$ cat src/rhythmCfg_cfg.svh
`ifndef RHYTHM_CFG_SVH
`define RHYTHM_CFG_SVH

////////////////////////////////////////
// lane geometry
////////////////////////////////////////
`define LANE_COUNT 3
`define SLOTS_PER_LANE 5
`define POS_WIDTH 10

// a note past this position is dropped on the next step
`define POS_LIMIT 490

// inclusive bounds of the hit window, shared by all lanes
`define HIT_LOW 430
`define HIT_HIGH 470

////////////////////////////////////////
// timing and chart
////////////////////////////////////////
`define SPAWN_INTERVAL_WIDTH 6
`define CHART_LENGTH 32
// extra rows give the last notes time to fall
`define END_COUNT 40
`define STEP_DIV 4
`define COOLDOWN_STEPS 10

////////////////////////////////////////
// score and display
////////////////////////////////////////
`define SCORE_WIDTH 16
`define SCAN_WIDTH 4
`define DIGIT_COUNT 4

`endif

$ cat src/rhythmPkg.sv
`include "rhythmCfg_cfg.svh"

package rhythmPkg;

	// one-hot game states
	typedef enum logic [2:0]
	{
		INITIAL = 3'b001,
		PLAY    = 3'b010,
		DONE    = 3'b100
	} gameState_t;

	// bit 2 red, bit 1 green, bit 0 blue
	typedef logic [`LANE_COUNT-1:0] laneMask_t;

	typedef logic [`POS_WIDTH-1:0] notePos_t;

	typedef logic [`SCORE_WIDTH-1:0] score_t;

	// built-in chart, one lane mask per row
	function automatic laneMask_t chartRow(input logic [$clog2(`CHART_LENGTH)-1:0] rowIndex);
		laneMask_t row;
		row = '0;
		case (rowIndex)
			5'd0:  row = 3'b000;
			5'd1:  row = 3'b100;
			5'd2:  row = 3'b010;
			5'd3:  row = 3'b001;
			5'd4:  row = 3'b100;
			5'd5:  row = 3'b010;
			5'd6:  row = 3'b001;
			5'd7:  row = 3'b010;
			5'd8:  row = 3'b100;
			5'd9:  row = 3'b001;
			5'd10: row = 3'b110;
			5'd11: row = 3'b000;
			5'd12: row = 3'b011;
			5'd13: row = 3'b100;
			5'd14: row = 3'b001;
			5'd15: row = 3'b010;
			5'd16: row = 3'b101;
			5'd17: row = 3'b000;
			5'd18: row = 3'b010;
			5'd19: row = 3'b100;
			5'd20: row = 3'b001;
			5'd21: row = 3'b010;
			5'd22: row = 3'b111;
			5'd23: row = 3'b000;
			5'd24: row = 3'b100;
			5'd25: row = 3'b001;
			5'd26: row = 3'b010;
			5'd27: row = 3'b011;
			5'd28: row = 3'b000;
			5'd29: row = 3'b110;
			5'd30: row = 3'b001;
			5'd31: row = 3'b111;
		endcase
		return row;
	endfunction

endpackage

$ cat src/hitJudge.sv
`timescale 1ns/1ps
`include "rhythmCfg_cfg.svh"

module hitJudge
(
	input  logic DIV_CLK,
	input  logic reset,
	input  logic gameStep,
	input  logic playing,
	input  logic clearGame,
	input  rhythmPkg::laneMask_t laneButton,
	input  rhythmPkg::laneMask_t inWindow,
	output rhythmPkg::score_t score
);
	import rhythmPkg::*;

	localparam int COOL_BITS = $clog2(`COOLDOWN_STEPS + 1);

	laneMask_t buttonSample;
	laneMask_t armed;
	laneMask_t scoring;
	logic [COOL_BITS-1:0] cooldown [`LANE_COUNT];

	// buttons are sampled every cycle, judged on the step
	always_ff @(posedge DIV_CLK or posedge reset)
	begin
		if (reset)
			buttonSample <= '0;
		else
			buttonSample <= laneButton;
	end

	assign scoring = playing ? (buttonSample & armed & inWindow) : '0;

	////////////////////////////////////////
	// per-lane arm and cooldown
	////////////////////////////////////////
	always_ff @(posedge DIV_CLK or posedge reset)
	begin
		if (reset)
		begin
			armed <= '1;
			for (int l = 0; l < `LANE_COUNT; l++)
				cooldown[l] <= '0;
		end
		else if (clearGame)
		begin
			armed <= '1;
			for (int l = 0; l < `LANE_COUNT; l++)
				cooldown[l] <= '0;
		end
		else if (gameStep)
		begin
			for (int l = 0; l < `LANE_COUNT; l++)
			begin
				if (buttonSample[l])
				begin
					if (scoring[l])
						armed[l] <= 1'b0;
				end
				else if (cooldown[l] == COOL_BITS'(`COOLDOWN_STEPS))
				begin
					armed[l] <= 1'b1;
					cooldown[l] <= '0;
				end
				else
					cooldown[l] <= cooldown[l] + 1'b1;
			end
		end
	end

	// at most one point per step, whatever the number of lanes hit
	always_ff @(posedge DIV_CLK or posedge reset)
	begin
		if (reset)
			score <= '0;
		else if (clearGame)
			score <= '0;
		else if (gameStep)
		begin
			if (!playing)
				score <= '0;
			else if (|scoring)
				score <= score + 1'b1;
		end
	end

endmodule

$ cat src/laneSlots.sv
`timescale 1ns/1ps
`include "rhythmCfg_cfg.svh"

module laneSlots
(
	input  logic DIV_CLK,
	input  logic reset,
	input  logic gameStep,
	input  logic clearGame,
	input  logic spawnPulse,
	input  rhythmPkg::laneMask_t spawnMask,
	output rhythmPkg::laneMask_t inWindow
);
	import rhythmPkg::*;

	notePos_t slotPos [`LANE_COUNT][`SLOTS_PER_LANE];
	logic [`SLOTS_PER_LANE-1:0] slotActive [`LANE_COUNT];
	// one-hot pick of the slot that takes a new note
	logic [`SLOTS_PER_LANE-1:0] spawnSlot [`LANE_COUNT];

	////////////////////////////////////////
	// free slot search and hit window
	////////////////////////////////////////
	always_comb
	begin
		logic [`SLOTS_PER_LANE-1:0] freeSlots;
		for (int l = 0; l < `LANE_COUNT; l++)
		begin
			freeSlots = ~slotActive[l];
			// lowest set bit of the free mask, zero when the lane is full
			if (spawnPulse && spawnMask[l])
				spawnSlot[l] = freeSlots & (~freeSlots + 1'b1);
			else
				spawnSlot[l] = '0;

			inWindow[l] = 1'b0;
			for (int s = 0; s < `SLOTS_PER_LANE; s++)
			begin
				if (slotActive[l][s] &&
					(slotPos[l][s] >= notePos_t'(`HIT_LOW)) &&
					(slotPos[l][s] <= notePos_t'(`HIT_HIGH)))
					inWindow[l] = 1'b1;
			end
		end
	end

	////////////////////////////////////////
	// slot state
	////////////////////////////////////////
	always_ff @(posedge DIV_CLK or posedge reset)
	begin
		if (reset)
		begin
			for (int l = 0; l < `LANE_COUNT; l++)
				slotActive[l] <= '0;
		end
		else if (clearGame)
		begin
			for (int l = 0; l < `LANE_COUNT; l++)
				slotActive[l] <= '0;
		end
		else
		begin
			for (int l = 0; l < `LANE_COUNT; l++)
			begin
				for (int s = 0; s < `SLOTS_PER_LANE; s++)
				begin
					// expire one step after passing the limit
					if (gameStep && slotActive[l][s] && (slotPos[l][s] > notePos_t'(`POS_LIMIT)))
						slotActive[l][s] <= 1'b0;
					else if (spawnSlot[l][s])
						slotActive[l][s] <= 1'b1;
				end
			end
		end
	end

	// positions fall by one per step, new notes enter at the top
	always_ff @(posedge DIV_CLK)
	begin
		for (int l = 0; l < `LANE_COUNT; l++)
		begin
			for (int s = 0; s < `SLOTS_PER_LANE; s++)
			begin
				if (spawnSlot[l][s])
					slotPos[l][s] <= '0;
				else if (gameStep && slotActive[l][s])
					slotPos[l][s] <= slotPos[l][s] + 1'b1;
			end
		end
	end

endmodule

$ cat src/noteSequencer.sv
`timescale 1ns/1ps
`include "rhythmCfg_cfg.svh"

module noteSequencer
(
	input  logic DIV_CLK,
	input  logic reset,
	input  logic start,
	input  logic restart,
	output logic gameStep,
	output logic playing,
	output logic clearGame,
	output logic spawnPulse,
	output rhythmPkg::laneMask_t spawnMask
);
	import rhythmPkg::*;

	localparam int STEP_BITS  = $clog2(`STEP_DIV);
	localparam int INDEX_BITS = $clog2(`END_COUNT + 1);
	localparam int ROW_BITS   = $clog2(`CHART_LENGTH);

	logic [STEP_BITS-1:0] stepCount;
	logic [`SPAWN_INTERVAL_WIDTH-1:0] intervalCount;
	logic [INDEX_BITS-1:0] chartIndex;
	gameState_t state;
	logic spawnNow;

	////////////////////////////////////////
	// step prescaler
	////////////////////////////////////////
	always_ff @(posedge DIV_CLK or posedge reset)
	begin
		if (reset)
		begin
			stepCount <= '0;
			gameStep <= 1'b0;
		end
		else
		begin
			gameStep <= (stepCount == STEP_BITS'(`STEP_DIV - 1));
			if (stepCount == STEP_BITS'(`STEP_DIV - 1))
				stepCount <= '0;
			else
				stepCount <= stepCount + 1'b1;
		end
	end

	// a chart row is read once per interval wrap
	assign spawnNow = gameStep && (state == PLAY) && (intervalCount == '0) &&
		(chartIndex < INDEX_BITS'(`CHART_LENGTH));

	assign playing = (state == PLAY);

	////////////////////////////////////////
	// game FSM
	////////////////////////////////////////
	always_ff @(posedge DIV_CLK or posedge reset)
	begin
		if (reset)
		begin
			state <= INITIAL;
			intervalCount <= '0;
			chartIndex <= '0;
			clearGame <= 1'b0;
			spawnPulse <= 1'b0;
		end
		else
		begin
			clearGame <= 1'b0;
			spawnPulse <= spawnNow;
			if (gameStep)
			begin
				case (state)
					INITIAL:
					begin
						intervalCount <= '0;
						chartIndex <= '0;
						if (start)
						begin
							state <= PLAY;
							clearGame <= 1'b1;
						end
					end
					PLAY:
					begin
						intervalCount <= intervalCount + 1'b1;
						if (intervalCount == '0)
						begin
							chartIndex <= chartIndex + 1'b1;
							// rows past the chart are silent, they let notes drain
							if (chartIndex == INDEX_BITS'(`END_COUNT - 1))
								state <= DONE;
						end
					end
					DONE:
					begin
						intervalCount <= '0;
						chartIndex <= '0;
						if (restart)
						begin
							state <= PLAY;
							clearGame <= 1'b1;
						end
					end
					default:
						state <= INITIAL;
				endcase
			end
		end
	end

	always_ff @(posedge DIV_CLK)
	begin
		if (spawnNow)
			spawnMask <= chartRow(chartIndex[ROW_BITS-1:0]);
	end

endmodule

$ cat src/rhythmGame.sv
`timescale 1ns/1ps
`include "rhythmCfg_cfg.svh"

module rhythmGame
(
	input  logic DIV_CLK,
	input  logic reset,
	input  logic start,
	input  logic restart,
	input  rhythmPkg::laneMask_t laneButton,
	output logic gameActive,
	output logic [`DIGIT_COUNT-1:0] anode,
	output logic [6:0] cathode
);
	import rhythmPkg::*;

	logic gameStep;
	logic clearGame;
	logic spawnPulse;
	laneMask_t spawnMask;
	laneMask_t inWindow;
	score_t score;

	// chart and game state
	noteSequencer noteSequencer_inst
	(
		.DIV_CLK(DIV_CLK),
		.reset(reset),
		.start(start),
		.restart(restart),
		.gameStep(gameStep),
		.playing(gameActive),
		.clearGame(clearGame),
		.spawnPulse(spawnPulse),
		.spawnMask(spawnMask)
	);

	laneSlots laneSlots_inst
	(
		.DIV_CLK(DIV_CLK),
		.reset(reset),
		.gameStep(gameStep),
		.clearGame(clearGame),
		.spawnPulse(spawnPulse),
		.spawnMask(spawnMask),
		.inWindow(inWindow)
	);

	hitJudge hitJudge_inst
	(
		.DIV_CLK(DIV_CLK),
		.reset(reset),
		.gameStep(gameStep),
		.playing(gameActive),
		.clearGame(clearGame),
		.laneButton(laneButton),
		.inWindow(inWindow),
		.score(score)
	);

	// score in hex on the four digits
	scoreDisplay scoreDisplay_inst
	(
		.DIV_CLK(DIV_CLK),
		.reset(reset),
		.score(score),
		.anode(anode),
		.cathode(cathode)
	);

endmodule

$ cat src/scoreDisplay.sv
`timescale 1ns/1ps
`include "rhythmCfg_cfg.svh"

module scoreDisplay
(
	input  logic DIV_CLK,
	input  logic reset,
	input  rhythmPkg::score_t score,
	output logic [`DIGIT_COUNT-1:0] anode,
	output logic [6:0] cathode
);
	localparam int SEL_BITS = $clog2(`DIGIT_COUNT);
	localparam logic [`DIGIT_COUNT-1:0] FIRST_DIGIT = 1;

	logic [`SCAN_WIDTH-1:0] scanCount;
	logic [SEL_BITS-1:0] digitSel;
	logic [3:0] nibble;

	////////////////////////////////////////
	// digit scan
	////////////////////////////////////////
	always_ff @(posedge DIV_CLK or posedge reset)
	begin
		if (reset)
			scanCount <= '0;
		else
			scanCount <= scanCount + 1'b1;
	end

	// top bits pick the digit, digit 0 shows the low nibble
	assign digitSel = scanCount[`SCAN_WIDTH-1 -: SEL_BITS];
	assign anode = ~(FIRST_DIGIT << digitSel);
	assign nibble = score[4*digitSel +: 4];

	////////////////////////////////////////
	// hex to segments, a in bit 6
	////////////////////////////////////////
	always_comb
	begin
		case (nibble)
			4'h0: cathode = 7'b0000001;
			4'h1: cathode = 7'b1001111;
			4'h2: cathode = 7'b0010010;
			4'h3: cathode = 7'b0000110;
			4'h4: cathode = 7'b1001100;
			4'h5: cathode = 7'b0100100;
			4'h6: cathode = 7'b0100000;
			4'h7: cathode = 7'b0001111;
			4'h8: cathode = 7'b0000000;
			4'h9: cathode = 7'b0000100;
			4'hA: cathode = 7'b0001000;
			4'hB: cathode = 7'b1100000;
			4'hC: cathode = 7'b0110001;
			4'hD: cathode = 7'b1000010;
			4'hE: cathode = 7'b0110000;
			// F
			default: cathode = 7'b0111000;
		endcase
	end

endmodule

$ cat config.mk
export PLATFORM = sky130hd
export DESIGN_NAME = rhythmGame
export DESIGN_NICKNAME = d
export VERILOG_FILES = /design/src/rhythmPkg.sv /design/src/hitJudge.sv /design/src/laneSlots.sv /design/src/noteSequencer.sv /design/src/rhythmGame.sv /design/src/scoreDisplay.sv
export VERILOG_INCLUDE_DIRS = /design/src
export SDC_FILE = /design/constraint.sdc
export NUM_CORES = 1
export LEC_CHECK = 0
export ABC_CLOCK_PERIOD_IN_PS = 3400
export BUFFER_PORTS_ARGS = -buffer_cell sky130_fd_sc_hd__buf_2
export CORE_ASPECT_RATIO = 1.2
export CORE_MARGIN = 2
export CORE_UTILIZATION = 55
export DETAILED_ROUTE_END_ITERATION = 6
export PLACE_DENSITY = 0.81
export SYNTH_ARGS = -nofsm -noshare
export SYNTH_HDL_FRONTEND = slang
export SYNTH_SLANG_ARGS = --single-unit
$ cat constraint.sdc
create_clock -name DIV_CLK -period 3.4 [get_ports DIV_CLK]
set_clock_uncertainty 0.15 [all_clocks]
set_input_delay 0.51 -clock DIV_CLK [delete_from_list [all_inputs] [get_ports DIV_CLK]]
set_output_delay 0.51 -clock DIV_CLK [all_outputs]
set_load 0.005 [all_outputs]
==> impl_metrics.toml, run 1 <==
[detailed_routing]
first_iter_violations = 639
wl_per_cell_um = 15.53
antenna_left = 0
viasPerCell = 5.898
drc = 0
drt-total-wl_um = 26400
vias = 10030
dr.pass1.iters = 5

[synth]
synth_flop_cell = "edfxtp_1"
ys_seq_area_share_pct = 48.48
synthArstFlopShare_pct = 32.30
synth_edf_count = 153
yosysWarnings = 0
synth.distinct_cells = 69
syn-num-nets = 1404
avgSynthCellArea_um2 = 9.848
synth_seq_cells = 226
synthesis.area_mm2 = 0.01326
netlist_instances = 1346

[grt]
grt_usage_pct = 20.77
grt_pass1_vias = 9721
grt_max_degree = 39
antenna_found_initial = 0
grt_pass1_wl_um = 44970
grt_overflow = 0

[power_and_ir_drop]
leakage_nw = 5.397
power_per_cell_area_mw_per_mm2 = 535.4
vdd_drop_max_v = 0.0004892

[clocking]
htreeDepth = 1
clk_latency_ps = 520
clkSlewWorstSetupHoldPaths_ps = 60
cts_tree = "yes"
cts_buffer_depth = 3
post_cts_resized = 0
cts-buffers-inserted = 24
root_buffer = "clkbuf_16"
cts_sinks = 226

[sta]
rsz0062_at_grt = "false"
post-route-min-period_ps = 3230
fin_tns_setup_ps = 0
hold_viol = 0
maxSlewHeadroom_pct = 51.11
fin_crit_sh_pct = 95.00
max_slew.worst_pin.slew_ps = 725.7
max_freq_ghz = 0.3096
finalMaxSlewViolations = 0
holdWs_ps = 213.8
setup_viol = 0
setup_slack_ps = 170.1

[layout]
diodes = 0
drive_above_1_share_pct = 8.841
seqCellArea_mm2 = 0.006426
multi_input_area_mm2 = 0.006445
syn2layout_area_growth_pct = 9.562
fillers = 1933
fin_nets = 1420

[outcome]
status = "finished, final reports clean"

[worst_hold_path]
hp-class = "input port to flop"
holdPathEnd = "noteSequencer_inst.state[0]"
min_from = "start"
min_path_cells = 4

[worst_setup_path]
critPathBufInv = 2
cp_slowest_stage_delay_ps = 620
crit_slowest_cell = "mux4_2"
cp_data_required_time_ps = 2740
r2r-end = "hitJudge_inst.score[0]"
endpoint_kind = "output pin"
reg2regPathDepth = 8
crit_chain = "mux4_2 -> inv_1 -> ha_1 -> a211oi_1 -> a31oi_1 -> buf_2"
r2r-start = "laneSlots_inst.slotPos[1][31]"
startpoint_type = "flop"
regToRegSetupSlack_ps = 290
crit_family = "multiplexers"
crit_arrival_ps = 2570
crit_type = "flop to output pin"
crit_path_max_fanout = 9

[die]
fp.coreArea_mm2 = 0.02382
die_w_um = 145.7
ioPinCount = 19
num_rows = 62
dieHeight_um = 174.1
dieArea_mm2 = 0.02536
start_util_pct = 55.66

[place]
io_buffer_count = 18
place.gp.congestion = 0.8572
pre_cts_ws_ps = 331.9
hpwl_um = 18030

[flow_run]
maxCapViolCount = 0
## worst register-to-register path: stages, from the launching register on
cell and delay [ps]:
edfxtp_1 480, ha_1 240, and4b_1 240, a2111oi_0 60
or4_1 560, a2111oi_2 410, nand3b_4 380, a21oi_2 130
mux2_1 330
## worst max path at each step
stage | start | endpoint | slack [ps] | depth (start not counted)
global placement | laneSlots_inst.slotPos[0][42] | hitJudge_inst.score[11] | 440 | 8
finish | scoreDisplay_inst.scanCount[3] | cathode[3] | 170 | 6
CTS | scoreDisplay_inst.scanCount[3] | cathode[3] | 160 | 8
detailed placement | laneSlots_inst.slotPos[1][31] | hitJudge_inst.score[0] | 330 | 8
global route | scoreDisplay_inst.scanCount[3] | cathode[3] | 20 | 8
floorplan | laneSlots_inst.slotPos[0][21] | hitJudge_inst.score[0] | 700 | 8
## registers in the layout, summed over array words and instances, names as in the netlist, 4 cells and up
name,cells
noteSequencer_inst.intervalCount,6
hitJudge_inst.cooldown,12
laneSlots_inst.slotPos,150
laneSlots_inst.slotActive,15
hitJudge_inst.score,16
noteSequencer_inst.chartIndex,6
scoreDisplay_inst.scanCount,4
## layout make-up
class	count	share of cell area, %
Clock inverter	12	0.8185
Inverter	40	1.042
Tap cell	320	2.757
Timing Repair Buffer	43	1.982
Clock buffer	32	4.773
Multi-Input combinational cell	1027	44.38
Sequential cell	226	44.25
## cells in the final DEF, fill, tap and decap left out, types with 7 or more instances in the layout
| cell | n |
|---|---|
| or3_1 | 31 |
| and3_1 | 21 |
| nand4_1 | 30 |
| nand2b_1 | 30 |
| buf_4 | 21 |
| clkbuf_16 | 26 |
| nand4b_1 | 18 |
| nor2_1 | 215 |
| and3b_1 | 8 |
| xnor2_1 | 37 |
| nand2_1 | 101 |
| mux2i_1 | 15 |
| nor3_1 | 32 |
| nand3_1 | 70 |
| nor3b_1 | 10 |
| a31oi_1 | 18 |
| a21o_1 | 11 |
| dfrtp_1 | 69 |
| o22ai_1 | 8 |
| inv_1 | 39 |
| o21ai_0 | 59 |
| buf_2 | 18 |
| nor4b_1 | 8 |
| xor2_1 | 67 |
| a21oi_1 | 80 |
| edfxtp_1 | 153 |
| a21oi_2 | 7 |
| ha_1 | 51 |
| and2_1 | 8 |
## per-layer routing
layer  vias up  part of all wire (%)  GRT usage, %
li1       4898                     -             -
met1      4876                    43         25.71
met2       209                    51         37.70
met3        44                   3.6         2.598
met4         0                   2.3         6.658
met5         -                     0             0
## what timing repair did
action | 4_1_cts | 5_1_grt
hold buffers | 4 | 0
endpoints found under the hold margin | 36 | 0
setup buffers | 0 | 0
## through the flow
| stage | utilization [%] | instances | power, mW | cell area [um^2] |
|---|---|---|---|---|
| after CTS | 60.98 | 1700 | 7.804 | 14520 |
| final | 60.98 | 1700 | 7.775 | 14520 |
| after detailed placement | 57.40 | 1652 | 5.099 | 13670 |
| after global routing | 60.98 | 1700 | 8.151 | 14520 |
| after global placement | 57.40 | 1652 | 5.015 | 13670 |
| after floorplan | - | 1346 | 4.710 | 13260 |
## power breakdown
group / internal, mW / switching, mW
sequential: 3.26 / 0.466
clock: 1.59 / 1.08
combinational: 0.594 / 0.783
total: 5.44 / 2.33
## logic make-up (layout without fill, tap and decap cells)
| family | count (synthesis) | count (layout) | share of synthesized area [%] |
|---|---|---|---|
| simple gates | 614 | 614 | 23.12 |
| mux | 26 | 26 | 2.492 |
| compound gates | 232 | 232 | 11.33 |
| xor+xnor | 104 | 104 | 6.872 |
| buf+inv | 93 | 127 | 2.898 |
| flops | 226 | 226 | 48.48 |
| fa+ha+maj | 51 | 51 | 4.814 |
## cells in the mapped netlist (all sizes together), types with 10 or more instances
cell       n  share of area [%]
dfrtp     69                 13
inv       40                1.1
o21ai     61                2.3
nand4b    18                1.2
buf       15               0.69
nand4     30                1.4
a31oi     18               0.85
a2111oi   10                1.2
ha        51                4.8
mux2i     15                1.1
nand3     70                2.6
and3      21               0.99
nor3b     10               0.57
a21o      12               0.69
or3       31                1.5
nand2    101                2.9
clkbuf    38                1.1
nand2b    30                1.4
a21oi     87                3.5
nor3      32                1.2
nor2     215                6.1
xnor2     37                2.4
edfxtp   153                 35
xor2      67                4.4
Power figures use the tool's default switching activity.
==> run 2: changes to the inputs <==
MAX_ROUTING_LAYER = met4   (was unset)
==> impl_metrics.toml, run 2 (synthesis gave the netlist of run 1 again) <==
[outcome]
status = "finished, final reports clean"

[grt]
grt_usage_pct = 21.42
antenna_found_initial = 0
grt_max_degree = 39
grt_pass1_wl_um = 45020
grt_pass1_vias = 9722
grt_overflow = 0

[worst_setup_path]
crit_chain = "mux4_2 -> inv_1 -> ha_1 -> inv_1 -> nor2_1 -> a211oi_1 -> a31oi_1 -> buf_2"
endpoint_kind = "output pin"
critPathBufInv = 3
crit_path_max_fanout = 9
critPathLaunch = "scoreDisplay_inst.scanCount[3]"
crit_slowest_cell = "mux4_2"
r2r-start = "laneSlots_inst.slotPos[1][31]"
cp_data_required_time_ps = 2740
startpoint_type = "flop"
crit_family = "multiplexers"
crit_arrival_ps = 2570
crit_top_cell = "inv_1"
crit_type = "flop to output pin"
cp_slowest_stage_delay_ps = 640

[sta]
rsz0062_at_grt = "false"
finalMaxSlewViolations = 0
max_slew.worst_pin.slew_ps = 730.2
setup_viol = 0
fin_tns_setup_ps = 0
max_freq_ghz = 0.3092
setup_slack_ps = 165.8
post-route-min-period_ps = 3234
holdWs_ps = 214.9
hold_viol = 0
fin_crit_sh_pct = 95.12
maxSlewHeadroom_pct = 50.94

[clocking]
cts_buffer_depth = 3
cts_tree = "yes"
clk_latency_ps = 520
cts-buffers-inserted = 24
clkSlewWorstSetupHoldPaths_ps = 60
postCtsHoldBufs = 4
htreeDepth = 1
cts_sinks = 226
post_cts_resized = 0
root_buffer = "clkbuf_16"
cts_setup_buffers = 0

[place]
dpl-instance-area_mm2 = 0.01367
io_buffer_count = 18
pre_cts_ws_ps = 331.9
place.gp.congestion = 0.8730
dp.cells = 1652
hpwl_um = 18030

[detailed_routing]
dr.pass1.iters = 5
wl_per_cell_um = 15.60
drc = 0
vias = 10060
first_iter_violations = 671
viasPerCell = 5.916
drt-total-wl_um = 26520
antenna_left = 0

[layout]
top_regs = "laneSlots_inst.slotPos: 150 flops, hitJudge_inst.score: 16 flops, laneSlots_inst.slotActive: 15 flops"
layout_common_cells = "215 x nor2_1, 153 x edfxtp_1, 101 x nand2_1"
syn2layout_area_growth_pct = 9.562
drive_above_1_share_pct = 8.841
multi_input_area_mm2 = 0.006445
final_common_cell = "nor2_1"
seqCellArea_mm2 = 0.006426
post-route-util_pct = 60.98
fin_cells = 1700
top_register = "laneSlots_inst.slotPos"
fin_nets = 1420
largest_reg_flops = 150
fillers = 1933
design_area_mm2 = 0.01452
diodes = 0

[worst_hold_path]
hp-class = "input port to flop"
min_from = "start"

[power_and_ir_drop]
power.switching_mw = 2.338
vdd_drop_max_v = 0.0004891
power_frac_seq_pct = 47.9
power_mw = 7.780
clkPwrFrac_pct = 34.4
power_per_cell_area_mw_per_mm2 = 535.7
power_frac_comb_pct = 17.7
swShare_pct = 30.05
intPower_mw = 5.442
leakage_nw = 5.397

[die]
dieHeight_um = 174.1
fp.coreArea_mm2 = 0.02382
num_rows = 62
dieArea_mm2 = 0.02536
ioPinCount = 19
start_util_pct = 55.66
die_w_um = 145.7

[flow_run]
maxCapViolCount = 0
run 2: per-layer routing:
metal  part of all wire (%)  vias up  track usage [%]
met3                    3.5       42            2.598
li1                       -     4896                -
met2                     51      207            37.70
met1                     43     4912            25.78
met4                    2.3        0            6.658
met5                      0        -                -
run 2: worst register-to-register path, cell delays in order (launching register included):
cell       delay [ps]
edfxtp_1          480
ha_1              250
and4b_1           240
a2111oi_0          60
or4_1             560
a2111oi_2         410
nand3b_4          380
a21oi_2           130
mux2_1            330
run 2: area by class of cell:
| class | instances | area share [%] |
|---|---|---|
| multi-input combinational | 1027 | 44.38 |
| sequential | 226 | 44.25 |
| clock buffer | 32 | 4.773 |
| tap | 320 | 2.757 |
| timing repair buffer | 43 | 1.982 |
| inverter | 40 | 1.042 |
| clock inverter | 12 | 0.8185 |
run 2: path summary, 6_finish.rpt:
kind	end	slack (ps)	cells past startpoint
worst min-delay path	noteSequencer_inst.state[0]	210	4
worst min register to register	noteSequencer_inst.stepCount[0]	290	1
max in group asynchronous	noteSequencer_inst.state[0]	1830	4
worst max-delay path	cathode[3]	170	8
min in group asynchronous	hitJudge_inst.score[7]	470	3
worst max register to register	hitJudge_inst.score[0]	290	8
run 2: power groups by stage:
stage	registers, mW	logic, mW	clock network, mW
floorplan	3.57	1.14	0
global route	3.78	1.55	2.82
CTS	3.71	1.38	2.71
finish	3.73	1.38	2.67
global placement	3.73	1.28	0
detailed placement	3.76	1.34	0
